==> config.mk <==
export PLATFORM = sky130hd
export DESIGN_NAME = issue_queue
export DESIGN_NICKNAME = d
export VERILOG_FILES = /design/src/design/issue_pkg.sv /design/src/design/issue_queue.sv
export SDC_FILE = /design/constraint.sdc
export NUM_CORES = 2
export LEC_CHECK = 0
export ABC_CLOCK_PERIOD_IN_PS = 35000
export BUFFER_PORTS_ARGS = -buffer_cell sky130_fd_sc_hd__buf_2
export CORE_MARGIN = 5
export CORE_UTILIZATION = 40
export DETAILED_ROUTE_END_ITERATION = 16
export GPL_TIMING_DRIVEN = 0
export SLEW_MARGIN = 20
export SYNTH_ARGS = -nofsm -noshare
export SYNTH_HDL_FRONTEND = slang
export SYNTH_SLANG_ARGS = --single-unit
==> constraint.sdc <==
create_clock -name clk -period 35 [get_ports clk]
set_input_delay 8.75 -clock clk [delete_from_list [all_inputs] [get_ports clk]]
set_output_delay 8.75 -clock clk [all_outputs]
set_load 0.005 [all_outputs]
==> src/design/issue_pkg.sv <==
package issue_pkg;

    localparam int XLEN  = 32;
    localparam int NREGS = 32;

    typedef logic [XLEN-1:0]          xlen_t;
    typedef logic [$clog2(NREGS)-1:0] reg_addr_t;
    typedef logic [11:0]              alu_op_t;      // One-hot
    typedef logic [3:0]               br_type_t;     // Zero when not a branch
    typedef logic [2:0]               mem_type_t;    // Zero when no access

    typedef enum logic [2:0] {
        CLS_ALU = 3'd0,
        CLS_MUL = 3'd1,
        CLS_DIV = 3'd2,
        CLS_BR  = 3'd3,
        CLS_MEM = 3'd4
    } inst_class_t;

    typedef struct packed {
        logic        valid;
        xlen_t       pc;
        xlen_t       pc_pre;       // Predicted next PC
        inst_class_t inst_class;
        reg_addr_t   rf_raddr1;
        reg_addr_t   rf_raddr2;
        reg_addr_t   rf_rd;
        logic        rf_we;
        xlen_t       imm;
        alu_op_t     alu_op;
        br_type_t    br_type;
        logic        mem_we;
        mem_type_t   mem_type;
        logic        sign_bit;     // Signed mul/div
    } issue_inst_t;

    typedef struct packed {
        logic      enable;
        xlen_t     pc;
        xlen_t     pc_pre;
        logic      br_pd;          // Predicted taken
        reg_addr_t rf_raddr1;
        reg_addr_t rf_raddr2;
        xlen_t     rf_rdata1;
        xlen_t     rf_rdata2;
        xlen_t     imm;
        alu_op_t   alu_op;
        br_type_t  br_type;
        logic      rf_we;
        reg_addr_t rf_waddr;
        logic      mem_we;
        mem_type_t mem_type;
    } exe_lane_t;

    typedef struct packed {
        logic      we;
        reg_addr_t waddr;
        xlen_t     wdata;
    } wb_port_t;

endpackage
==> src/design/issue_queue.sv <==
`timescale 1ns/1ps

module issue_queue #(
    parameter int ISSUE_DEPTH = 8
) (
    input  logic                   clk,
    input  logic                   rstn,
    input  logic                   i_flush,
    input  logic                   i_take,
    input  issue_pkg::issue_inst_t i_push1,
    input  issue_pkg::issue_inst_t i_push2,
    output issue_pkg::issue_inst_t o_set1,
    output issue_pkg::issue_inst_t o_set2,
    output logic                   o_ready
);
    import issue_pkg::*;

    localparam int PTR_W = $clog2(ISSUE_DEPTH);
    localparam int CNT_W = PTR_W + 1;

    typedef logic [PTR_W-1:0] ptr_t;
    typedef logic [CNT_W-1:0] cnt_t;

    issue_inst_t ring [ISSUE_DEPTH];

    ptr_t head;
    ptr_t tail;
    cnt_t count;

    cnt_t n_push;
    cnt_t n_pop;
    cnt_t free_slots;
    ptr_t wr_ptr2;

    ////////////////////
    // Head window

    always_comb begin
        o_set1       = ring[head];
        o_set1.valid = (count != '0) & ~i_flush;
        o_set2       = ring[head + ptr_t'(1)];
        o_set2.valid = (count > cnt_t'(1)) & ~i_flush;
    end

    assign free_slots = cnt_t'(ISSUE_DEPTH) - count;
    assign o_ready    = (free_slots >= cnt_t'(2));    // Room for a full pair

    ////////////////////
    // Push and pop

    assign n_push  = cnt_t'(i_push1.valid) + cnt_t'(i_push2.valid);
    assign n_pop   = i_take ? cnt_t'(o_set1.valid) + cnt_t'(o_set2.valid) : '0;
    assign wr_ptr2 = tail + ptr_t'(i_push1.valid);   // Compacts a lone push2

    always_ff @(posedge clk) begin
        if (i_push1.valid) begin
            ring[tail] <= i_push1;
        end
        if (i_push2.valid) begin
            ring[wr_ptr2] <= i_push2;
        end
    end

    always_ff @(posedge clk) begin
        if (!rstn) begin
            head  <= '0;
            tail  <= '0;
            count <= '0;
        end else if (i_flush) begin
            // Drops waiting entries and this cycle's pushes
            head  <= '0;
            tail  <= '0;
            count <= '0;
        end else begin
            head  <= head + ptr_t'(n_pop);
            tail  <= tail + ptr_t'(n_push);
            count <= count + n_push - n_pop;
        end
    end

endmodule

* Word level (Yosys, flattened, before mapping)
Memories as Yosys holds them, arrays and structs flattened. A register that Yosys moved wholly into a read port is not among the register bits.
Index checks and enable logic that the tools add are counted.
** Word-level totals
- Word-level logic and storage cells :: 27
- Register bits after elaboration :: 10
- Memory bits (writable) :: 1096
- Output and inout port bits :: 275
- Memories :: 1
- Input bits :: 278
** Operators by class
- Magnitude comparators :: 2
- Multiplexer cells :: 6
- Add/subtract/negate cells :: 9
- Bitwise logic cells :: 4
- Reductions and logical operators :: 2
** Memory list
- ring :: words 8, bits a word 137, read ports 2, clocked after Yosys merged registers in 1, wr ports 2, RTL line issue_queue.sv:24 : issue_inst_t ring [ISSUE_DEPTH];
** Operators by type and width (number)
- $add 3x2->3 :: 2
- $add 1x1->2 :: 2
- $add 4x2->4 :: 1
- $ge 4x2->1 const B :: 1
- $gt 4x1->1 const B :: 1
- $mux 1 :: 4
- $reduce_bool 4->1 :: 1
- $sub 4x2->4 :: 1
- $sub 4x4->4 const A :: 1
- $add 3x1->3 :: 1
- $add 3x1->3 const B :: 1
- $mux 3 :: 1
- $and 1x1->1 :: 2
- $mux 2 :: 1
- $not 1->1 :: 2
- $reduce_or 2->1 :: 1

* Depth between registers and ports, before layout
- Word-level depth :: 6
- Mapped depth :: 12
- Gate-level depth less buffers :: 12

* Least setup slack after synthesis
No wires, ideal clock.
- Kind :: in2reg
- Start point :: input port i_push1[136] (netlist name)
- End point :: memory ring[2][0] (netlist name) (enable)
- Setup time :: 0.819 ns
- Slack :: 15.827 ns
- Cell stages on the path :: 2
- Arrival :: 18.354 ns
- Buffers on the path :: 0
- Required time :: 34.181 ns
- Cell sequence :: nand2b_1 -> o21ai_0
** RTL lines
- start, declared :: RTL line issue_queue.sv:10 : input issue_pkg::issue_inst_t i_push1,
- end, declared :: RTL line issue_queue.sv:24

==> impl_results.md <==
* Core box area at 156000 um^2
* Crit share post-route at 52.7%
* Post-synthesis register bit count at 1098
* Status: complete, no violations
* FF/Latch Area at 32900 um^2
* Final setup vio count at 0
* Total Wirelength at 213000 um
* Slew @ Worst Pin at 1.05 ns
* Initial Util at 40.2%
* Placed cell area at 70000 um^2
* Die ar. at 165000 um^2
* Synth unique cells at 31
* Power density over the cells at 48.7 nW/um^2
* Crit Path Category: input port to primary output
* Critical Path RT at 26.25 ns
* Total CTS buffers at 134
* Max VDD drop at 0.0410 mV
* Setup crit end kind: primary output
* Worst Hold Path Cells at 2
* RSZ-0062 raised after global routing: false
* Clock skew at 0.0178 ns
* Final hold violations at 0
* # clock sinks at 1098
* RD Place Congestion at 0.792
* CTS H-Tree Depth at 4
* Nets at 4419
* CTS Hold Bufs at 0
* Finished Cell Area at 74200 um^2
* Clk_lat worst skew at 0.79 ns
* Initial DRC Count at 3436
* Total track usage at 25.6%
* PnR worst setup slack at 16.56 ns
* Min-delay src: head[0]
* Commonest cells after routing, fill and taps aside: mux2_2 (1360), edfxtp_1 (1088), buf_2 (702), mux4_2 (544), clkbuf_16 (136)
* Post-CTS Repair Setup Buffers at 0
* Std-Cell Rows at 145
* Max_slew headroom at 30.3%
* Grt total ovfl at 0
* Worst r2r src: tail[0]
* DRC at 0
* Net count after synthesis at 3659
* Hold slack at 0.650 ns
* Startpoint types: input port
* Cells after synthesis at 3362
* Detailed placer's ending HPWL at 145000 um
* Post-DRT Antenna Nets at 0
* Fmax at 54.2 MHz
* Pre-CTS WS at 16.61 ns
* Vias in the first global route at 40100
* Reg2reg end: ring[1][63]
* Clk buf depth at 3
* DRT Pass-1 Iters at 7
* Area Growth Syn to Fin at 18.5%
* Die W at 406 um
* Max-cap violations at 0
* Warnings from Yosys at 0
* Global-route wire length before repair at 300000 um
* Vias after detailed routing at 38000
* I/O Buffers at 552
* Multi-input combinational cell area at 28300 um^2
* Vias per cell at 6.00
* R2R setup slack at 31.32 ns
* R2R depth at 11
* Hold WC Path Type: flop to flop
* Root Buffer: clkbuf_16
* CP Data Arrival Time at 9.69 ns
* Setup TNS at 0 ns
* Post-Syn Area at 62700 um^2
* Fin. max-slew vios at 0
* Synthesized area per cell at 18.6 um^2
* Worst-path clk slew at 0.06 ns
* IO Pins at 553
* Min-Delay Endpoint: head[0]
* Final worst path period need at 18.44 ns
* Most common cell after layout, fill and taps aside: mux2_2
* Initial antenna violation count at 92
* Register area share after synthesis at 52.5%
* Final Core Density at 47.6%
* TritonCTS clock tree: done
* Fillcell total at 13400
* Share of cells above drive strength 1 at 69.4%
* DR WL/cell at 33.6 um
* Leak Pwr at 24.5 nW
* CP max FO at 3
* Post-CTS resize count at 0
* Largest net degree at the start of global routing at 35
* DIE HEIGHT at 406 um
[routing by layer]
metal / wire length [um] / track usage [%]
met1: 86700 / 33.7
met2: 103000 / 41.6
met4: 7130 / 8.74
met5: 282 / 0
met3: 16400 / 6.48
[logic make-up after synthesis]
logic type	synth area share [%]
AO/OA/AOI/OAI	0.112
buffers and inverters	2.58
XOR/XNOR	0.0839
multiplexers	44.0
flip-flops	52.5
adder cells (fa/ha/maj)	0.427
AND/OR/NAND/NOR	0.335
[report_power, final]
part / total [mW] / internal (mW) / switching [mW]
combinational: 0.726 / 0.355 / 0.371
clock: 1.35 / 0.769 / 0.577
sequential: 1.54 / 1.52 / 0.0235
total: 3.61 / 2.64 / 0.972
[sequential cells by signal, summed over array words and instances, names as in the netlist]
| signal | count |
|---|---|
| count | 4 |
| tail | 3 |
| head | 3 |
| ring | 1088 |
[layout make-up]
cell class                      instances  share of cell area, %
Multi-Input combinational cell       1981                   38.1
Inverter                               12                 0.0607
Timing Repair Buffer                  624                   6.21
Tap cell                             2058                   3.47
Clock inverter                         74                  0.878
Antenna cell                           51                  0.172
Buffer                                271                   2.13
Clock buffer                          166                   4.74
Sequential cell                      1098                   44.3
[how the worst max path moves through the flow]
stage / endpoint / start / cells after the start / slack, ns
after floorplan: ring[2][0] / i_push1[136] / 2 / 15.83
after detailed placement: o_set2[136] / i_flush / 4 / 16.61
after global placement: ring[6][67] / i_push1[136] / 3 / 2.29
after CTS: o_set2[136] / i_flush / 4 / 16.61
final: o_set2[136] / i_flush / 4 / 16.56
after global routing: o_set2[136] / i_flush / 4 / 16.48
[synth_stat cells (all sizes together)]
| cell | number | share of area [%] |
|---|---|---|
| xor2 | 3 | 0.042 |
| nand2b | 5 | 0.050 |
| or3 | 1 | 0.010 |
| o21bai | 2 | 0.024 |
| nand3 | 2 | 0.016 |
| edfxtp | 1088 | 52 |
| o21ai | 6 | 0.048 |
| and4 | 1 | 0.014 |
| inv | 12 | 0.072 |
| a21boi | 1 | 0.012 |
| ha | 15 | 0.30 |
| nor3 | 7 | 0.056 |
| a21o | 1 | 0.012 |
| or2 | 2 | 0.020 |
| a21oi | 2 | 0.016 |
| nor2 | 5 | 0.030 |
| and2 | 7 | 0.070 |
| nand4 | 2 | 0.020 |
| mux2i | 1 | 0.016 |
| dfxtp | 10 | 0.32 |
| clkbuf | 53 | 0.32 |
| nor2b | 2 | 0.020 |
| nand2 | 5 | 0.030 |
| fa | 4 | 0.13 |
| mux4 | 544 | 20 |
| xnor2 | 3 | 0.042 |
| buf | 218 | 2.2 |
| mux2 | 1360 | 24 |
[through the flow]
stage / std cells / power [mW]
final: 6335 / 3.61
after detailed placement: 6044 / 2.30
after floorplan: 3362 / 1.98
after global routing: 6307 / 3.74
after CTS: 6284 / 3.64
after global placement: 5972 / 2.30
[critical path, cell delays in order]
cell	delay, ns
buf_2	0.12
a21oi_1	0.23
a21boi_0	0.32
buf_2	0.27
Note: power is estimated with default switching activity, not from simulation.
