[src/design/issue_pkg.sv]
package issue_pkg;

    localparam int XLEN  = 32;
    localparam int NREGS = 32;

    typedef logic [XLEN-1:0]          xlen_t;
    typedef logic [$clog2(NREGS)-1:0] reg_addr_t;
    typedef logic [11:0]              alu_op_t;      // One-hot
    typedef logic [3:0]               br_type_t;     // Zero when not a branch
    typedef logic [2:0]               mem_type_t;    // Zero when no access

    typedef enum logic [2:0] {
        CLS_ALU = 3'd0,
        CLS_MUL = 3'd1,
        CLS_DIV = 3'd2,
        CLS_BR  = 3'd3,
        CLS_MEM = 3'd4
    } inst_class_t;

    typedef struct packed {
        logic        valid;
        xlen_t       pc;
        xlen_t       pc_pre;       // Predicted next PC
        inst_class_t inst_class;
        reg_addr_t   rf_raddr1;
        reg_addr_t   rf_raddr2;
        reg_addr_t   rf_rd;
        logic        rf_we;
        xlen_t       imm;
        alu_op_t     alu_op;
        br_type_t    br_type;
        logic        mem_we;
        mem_type_t   mem_type;
        logic        sign_bit;     // Signed mul/div
    } issue_inst_t;

    typedef struct packed {
        logic      enable;
        xlen_t     pc;
        xlen_t     pc_pre;
        logic      br_pd;          // Predicted taken
        reg_addr_t rf_raddr1;
        reg_addr_t rf_raddr2;
        xlen_t     rf_rdata1;
        xlen_t     rf_rdata2;
        xlen_t     imm;
        alu_op_t   alu_op;
        br_type_t  br_type;
        logic      rf_we;
        reg_addr_t rf_waddr;
        logic      mem_we;
        mem_type_t mem_type;
    } exe_lane_t;

    typedef struct packed {
        logic      we;
        reg_addr_t waddr;
        xlen_t     wdata;
    } wb_port_t;

endpackage
[src/design/issue_exe_reg.sv]
`timescale 1ns/1ps

module issue_exe_reg (
    input  logic                   clk,
    input  logic                   rstn,
    input  logic                   i_stall_dcache,
    input  logic                   i_stall_div,
    input  issue_pkg::issue_inst_t i_set1,
    input  issue_pkg::issue_inst_t i_set2,
    input  issue_pkg::xlen_t       i_rdata_a1,
    input  issue_pkg::xlen_t       i_rdata_a2,
    input  issue_pkg::xlen_t       i_rdata_b1,
    input  issue_pkg::xlen_t       i_rdata_b2,
    output logic                   o_take,
    output issue_pkg::exe_lane_t   o_lane_a,
    output issue_pkg::exe_lane_t   o_lane_b,
    output logic                   o_mul_en,
    output logic                   o_div_en
);
    import issue_pkg::*;

    logic        stall;
    logic        swap;

    issue_inst_t src_a;
    issue_inst_t src_b;
    xlen_t       lane_a_rdata1;
    xlen_t       lane_a_rdata2;
    xlen_t       lane_b_rdata1;
    xlen_t       lane_b_rdata2;

    exe_lane_t   lane_a_nxt;
    exe_lane_t   lane_b_nxt;
    logic        mul_en_nxt;
    logic        div_en_nxt;

    // Assemble one lane; side-effect fields are masked by valid
    function automatic exe_lane_t build_lane(issue_inst_t src, xlen_t rdata1, xlen_t rdata2);
        exe_lane_t lane;
        lane.enable    = src.valid;
        lane.pc        = src.pc;
        lane.pc_pre    = src.pc_pre;
        lane.br_pd     = (src.pc_pre != src.pc + xlen_t'(4));
        lane.rf_raddr1 = src.rf_raddr1;
        lane.rf_raddr2 = src.rf_raddr2;
        lane.rf_rdata1 = rdata1;
        lane.rf_rdata2 = rdata2;
        lane.imm       = src.imm;
        lane.alu_op    = src.alu_op;
        lane.br_type   = src.valid ? src.br_type : '0;
        lane.rf_we     = src.valid & src.rf_we;
        lane.rf_waddr  = src.rf_rd;
        lane.mem_we    = src.valid & src.mem_we;
        lane.mem_type  = src.valid ? src.mem_type : '0;
        return lane;
    endfunction

    ////////////////////
    // Stall and steering

    assign stall  = i_stall_dcache | i_stall_div;
    assign o_take = ~stall;                           // Queue head holds while stalled

    // Older non-ALU instruction moves to lane B
    assign swap = (i_set1.inst_class != CLS_ALU);

    assign src_a = swap ? i_set2 : i_set1;
    assign src_b = swap ? i_set1 : i_set2;

    assign lane_a_rdata1 = swap ? i_rdata_b1 : i_rdata_a1;
    assign lane_a_rdata2 = swap ? i_rdata_b2 : i_rdata_a2;
    assign lane_b_rdata1 = swap ? i_rdata_a1 : i_rdata_b1;
    assign lane_b_rdata2 = swap ? i_rdata_a2 : i_rdata_b2;

    assign lane_a_nxt = build_lane(src_a, lane_a_rdata1, lane_a_rdata2);
    assign lane_b_nxt = build_lane(src_b, lane_b_rdata1, lane_b_rdata2);

    assign mul_en_nxt = src_b.valid & (src_b.inst_class == CLS_MUL);
    assign div_en_nxt = src_b.valid & (src_b.inst_class == CLS_DIV);

    ////////////////////
    // Issue to execute register

    always_ff @(posedge clk) begin
        if (!rstn) begin
            o_lane_a <= '0;
            o_lane_b <= '0;
            o_mul_en <= 1'b0;
            o_div_en <= 1'b0;
        end else if (!stall) begin
            o_lane_a <= lane_a_nxt;
            o_lane_b <= lane_b_nxt;
            o_mul_en <= mul_en_nxt;
            o_div_en <= div_en_nxt;
        end
    end

endmodule

[config.mk]
export PLATFORM = sky130hd
export DESIGN_NAME = issue_exe_reg
export DESIGN_NICKNAME = d
export VERILOG_FILES = /design/src/design/issue_pkg.sv /design/src/design/issue_exe_reg.sv
export SDC_FILE = /design/constraint.sdc
export NUM_CORES = 1
export LEC_CHECK = 0
export ABC_AREA = 1
export BUFFER_PORTS_ARGS = -buffer_cell sky130_fd_sc_hd__buf_4
export CAP_MARGIN = 30
export CELL_PAD_IN_SITES_DETAIL_PLACEMENT = 0
export CELL_PAD_IN_SITES_GLOBAL_PLACEMENT = 2
export CORE_AREA = 4 4 307 309
export CTS_CLUSTER_SIZE = 14
export DETAILED_ROUTE_END_ITERATION = 10
export DIE_AREA = 0 0 311 313
export GPL_TIMING_DRIVEN = 1
export PLACE_DENSITY_LB_ADDON = 0.25
export RECOVER_POWER = 100
export SLEW_MARGIN = 10
export SYNTH_ARGS = -nofsm -noshare
export SYNTH_HDL_FRONTEND = slang
export SYNTH_SLANG_ARGS = --single-unit
[constraint.sdc]
create_clock -name clk -period 5.1 [get_ports clk]
set_input_delay 0.255 -clock clk [delete_from_list [all_inputs] [get_ports clk]]
set_output_delay 0.255 -clock clk [all_outputs]
set_load 0.05 [all_outputs]
* Word level (Yosys, flattened, before mapping)
Index checks and enable logic that the tools add are counted.
W data, S select, Z words.
** Operators by class
- Add/sub/neg operators :: 2
- Equality and inequality tests :: 4
- Multiplexer cells :: 10
- Bitwise gates (word level) :: 8
- Reductions and logical operators :: 1
** Operator list (count)
- $mux W137 :: 2
- $mux W32 :: 4
- $add A32 B3 Y32 const B :: 2
- $ne A32 B32 Y1 :: 2
- $mux W4 :: 2
- $and A1 B1 Y1 :: 6
- $mux W3 :: 2
- $eq A3 B1 Y1 const B :: 1
- $eq A3 B2 Y1 const B :: 1
- $reduce_bool A3 Y1 :: 1
- $not A1 Y1 :: 1
- $or A1 B1 Y1 :: 1
** Word-level totals
- Register bits :: 398
- Input port bits :: 406
- Output and inout bits :: 399

* Longest topological paths before layout
- Word-level depth :: 4
- Depth in mapped cells :: 21
- Depth with buffers taken out :: 20

* Worst setup path before layout
Ideal clock, no wire load.
- Path type :: in2reg
- Start :: in i_set1[71] (netlist name)
- End :: reg o_lane_b[132] (netlist name)
- Setup time :: 0.120 ns
- Data arrival time :: 2.272 ns
- Path slack :: 2.708 ns
- Stages :: 17
- Cells stage by stage :: nor2_4 nand2_8 buf_6 buf_2 o21ai_1 ha_1 nand3_1 nor2_1 nand2_1 o21ai_1 nand2_1 nand2_1 nand2_1 nor2_1 nand2_1 nor2_1 a21oi_1
** RTL lines
- from (decl) :: line issue_exe_reg.sv:8 : input issue_pkg::issue_inst_t i_set1,
- to (signal assigned) :: line issue_exe_reg.sv:92 : o_lane_b <= lane_b_nxt;
- to (decl) :: line issue_exe_reg.sv:16 : output issue_pkg::exe_lane_t o_lane_b,

* Final worst setup path
- Start :: in i_set1[69] (netlist name)
- End :: reg o_lane_a[19] (netlist name)
** Between the ends
- Word-level cells in the longest chain between the ends :: 2
** Ends and longest elaborated chain
- $reduce_bool A3 Y1 :: line issue_exe_reg.sv:65 : assign swap = (i_set1.inst_class != CLS_ALU);
- $mux W137 :: line issue_exe_reg.sv:67 : assign src_a = swap ? i_set2 : i_set1;
- to (signal assigned) :: line issue_exe_reg.sv:91 : o_lane_a <= lane_a_nxt;
- to (decl) :: line issue_exe_reg.sv:15 : output issue_pkg::exe_lane_t o_lane_a,
Every way passes these cells.
A chain may end at the register's enable or synchronous reset.

==> impl_metrics.json <==
{
  "drc_errors": 0,
  "pin_count": 805,
  "grt.total_usage_pct": 23.7,
  "htreeDepth": 2,
  "cts_num_sinks": 398,
  "hold_class": "in -> reg",
  "max_freq_mhz": 250,
  "portBuffers": 802,
  "overflow": 0,
  "place_congestion": 0.871,
  "cts_tree": "yes",
  "p_per_area_nw_per_um2": 299,
  "cts_buffers": 51,
  "row_count": 111,
  "drv_cap": 6,
  "fin_crit_ns": 4.01,
  "finalHoldViolations": 0,
  "area.growth.synth_to_final_pct": 47.8,
  "first_global_vias": 26046,
  "drtIter0Drc": 1678,
  "finalPower_mw": 10.0,
  "ys_seq_area_share_pct": 35.2,
  "coreArea_um2": 91400,
  "grt_pass1_wl_mm": 176,
  "initial_core_util_pct": 24.8,
  "violations": "max-capacitance violations, max-slew violations",
  "fillCellCount": 10250,
  "pre_cts_ws_ns": 1.40,
  "wl_met1_mm": 48.6,
  "vias": 26653,
  "avgSynthCellArea_um2": 6.34,
  "worst_pin_slew_ns": 3.59,
  "synth_area_um2": 22700,
  "worst_path_dominant_cell_family": "buffers and inverters",
  "final_util_pct": 36.7,
  "nets": 5019,
  "rsz0062_at_grt": "no",
  "leakage_nw": 16.6,
  "ys_ff_latch": 398,
  "crit_path_cell_trace": "clkbuf_1 > inv_1 > nand2_8 > inv_8 > clkbuf_2 > nand2_1 > nand3_1 > dlygate4sd3_1 > o211ai_1 > inv_1",
  "path_buf_inv": 6,
  "critical_path_class": "in -> reg",
  "grt_max_degree": 172,
  "synth_cell_types": 35,
  "ir_worst_vdd_v": 0.000274,
  "die_y_um": 313,
  "die_w_um": 311,
  "drive_gt1_share_pct": 12.7,
  "cp_slowest_stage_delay_ns": 1.29,
  "finalSetupViolations": 0,
  "cp_slowest_cell": "clkbuf_2",
  "cts_buffer_depth": 3,
  "antenna_found_initial": 18,
  "cp_common_cell": "inv_1",
  "synth_warnings": 0,
  "worst_setup_path_start_kind": "input pin",
  "vias_per_cell": 4.56,
  "crit_fanout": 81,
  "root_buffer": "clkbuf_16",
  "setup-tns-final_ns": 0,
  "fin_skew_ns": 0,
  "synth.area.top_cells": "dfxtp_1 35%, nand2_1 19%, o211ai_1 12%",
  "end_kind": "flip-flop",
  "synth_top_area_cell": "dfxtp_1",
  "relSlewSlack_pct": -139,
  "path_clk_slew_ns": 0.06,
  "clk_latency_ns": 0.61,
  "cp_data_arrival_time_ns": 4.55,
  "run_status": "complete, but fails checks",
  "highest-signal-layer": "met5",
  "first_pass_iters": 6,
  "drv_slew": 334,
  "timing.final.crit_share_pct": 78.6,
  "cts_resized": 0,
  "fin_ws_ns": 1.09,
  "syn-num-nets": 3983,
  "dr_wl_met3_mm": 8.47,
  "cp.required_ns": 5.64,
  "ant_nets": 0,
  "syn_inst": 3575,
  "drt-wirelength-per-cell_um": 20.6,
  "routed_wl_mm": 120,
  "wl_met2_mm": 58.8,
  "synth_top_area_share_pct": 35.2,
  "post-dp-hpwl_mm": 93.8,
  "dieArea_um2": 97300
}
[layer usage]
metal  vias to the layer above  global-route usage, %
li1                      13472                      -
met1                     12230                   28.2
met2                       770                   42.1
met3                       167                   6.19
met4                        14                   6.85
met5                         -                      0
[sequential cells by signal, indices dropped and copies added, names as in the netlist]
| register | cells |
|---|---|
| o_div_en | 1 |
| o_mul_en | 1 |
| o_lane_a | 198 |
| o_lane_b | 198 |
[worst paths after layout]
kind	startpoint	to	slack [ns]	depth (start not counted)
setup / recovery	i_set1[69]	o_lane_a[19]	1.09	10
hold / removal	i_set2[59]	o_lane_b[122]	0.04	5
setup reg to reg	o_lane_b[169]	o_lane_b[169]	4.30	4
hold reg to reg	o_lane_a[197]	o_lane_a[197]	0.47	2
[report_power, final]
group          total (mW)  switching [mW]  internal (mW)
Combinational        2.68            1.87          0.812
Clock                3.89            1.57           2.32
Sequential           3.43           0.109           3.32
[synthesized netlist by cell type]
library cell and instances:
buf_4 4, buf_2 76, o21bai_1 5, o21ai_2 9, nand3_2 1, a21oi_1 34, buf_6 16, nor2_2 19
a31o_2 1, nand2_2 15, inv_1 569, nand2_8 1, xor2_1 23, o21ai_4 1, o21ai_1 36, or2_2 2
nand2_1 1166, buf_1 10, nand3b_1 6, ha_1 2, nor2_1 165, o211ai_1 354, o21ai_0 88, clkinv_1 3
inv_2 11, nand4_1 14, nor2_4 11, dfxtp_1 398, nand3_1 399, and2_1 1, xnor2_1 5, and2_0 1
clkbuf_1 123, nor3_2 1, nor3_1 5
[final cells by class]
type                    instances  area [um2]  area share, %
multi-input cells            2365       11400           34.1
repair buffers               1212        8600           25.7
flip-flops and latches        398        7970           23.8
inverters                     583        2200           6.56
clock buffers                  73        1510           4.51
well taps                    1186        1480           4.43
clock inverters                22         298          0.889
diodes                         11        27.5         0.0822
[placed cells by master (no fill, tap or decap), types with 2 or more instances in the layout]
| cell | n |
|---|---|
| clkbuf_8 | 15 |
| o21ai_0 | 88 |
| o211ai_1 | 354 |
| dfxtp_1 | 398 |
| clkinvlp_4 | 3 |
| nand2_1 | 1166 |
| diode_2 | 11 |
| dlygate4sd3_1 | 375 |
| clkinv_1 | 3 |
| nor2_1 | 166 |
| clkinv_2 | 10 |
| o21bai_1 | 5 |
| clkbuf_2 | 2 |
| clkbuf_4 | 2 |
| or2_2 | 2 |
| o21ai_2 | 9 |
| clkbuf_16 | 51 |
| nand2_2 | 15 |
| bufinv_16 | 5 |
| inv_1 | 570 |
| ha_1 | 2 |
| nand3b_1 | 6 |
| buf_2 | 2 |
| nor2_4 | 11 |
| xnor2_1 | 5 |
| nor2_2 | 18 |
| nand3_1 | 399 |
| nor3_1 | 5 |
| buf_12 | 6 |
| xor2_1 | 23 |
| a21oi_1 | 34 |
| inv_2 | 9 |
| buf_4 | 419 |
| clkbuf_1 | 412 |
| o21ai_1 | 36 |
| nand4_1 | 14 |
[worst min-delay path, delay by kind of cell]
family | cells | cell delay, ns
buffers and inverters | 2 | 0.14
AO/OA/AOI/OAI | 1 | 0.10
AND/OR/NAND/NOR | 2 | 0.16
[stage by stage]
stage	instance area [um2]	hold WS, ns	instances
floorplan	22700	0.456	3575
detailed placement	29400	0.458	5368
finish	33500	0.0378	5850
CTS	35000	0.000396	5838
global route	33500	0.0418	5847
global placement	29400	0.453	5365
[logic make-up (layout without fill, tap and decap cells)]
group	after synthesis	in the layout	synth area share, %
flip-flops	398	398	35.2
adder cells (fa/ha/maj)	2	2	0.110
other	0	11	0
AND/OR/NAND/NOR	1807	1807	33.3
buffers and inverters	812	1890	14.5
AO/OA/AOI/OAI	528	528	15.8
XOR/XNOR	28	28	1.08
[timing repair]
item | in CTS | in global routing
hold buffers | 375 | 0
setup buffers | 0 | 0
setup endpoints to repair | 0 | 0
hold endpoints to repair | 256 | 0
Power figures use the tool's default switching activity.
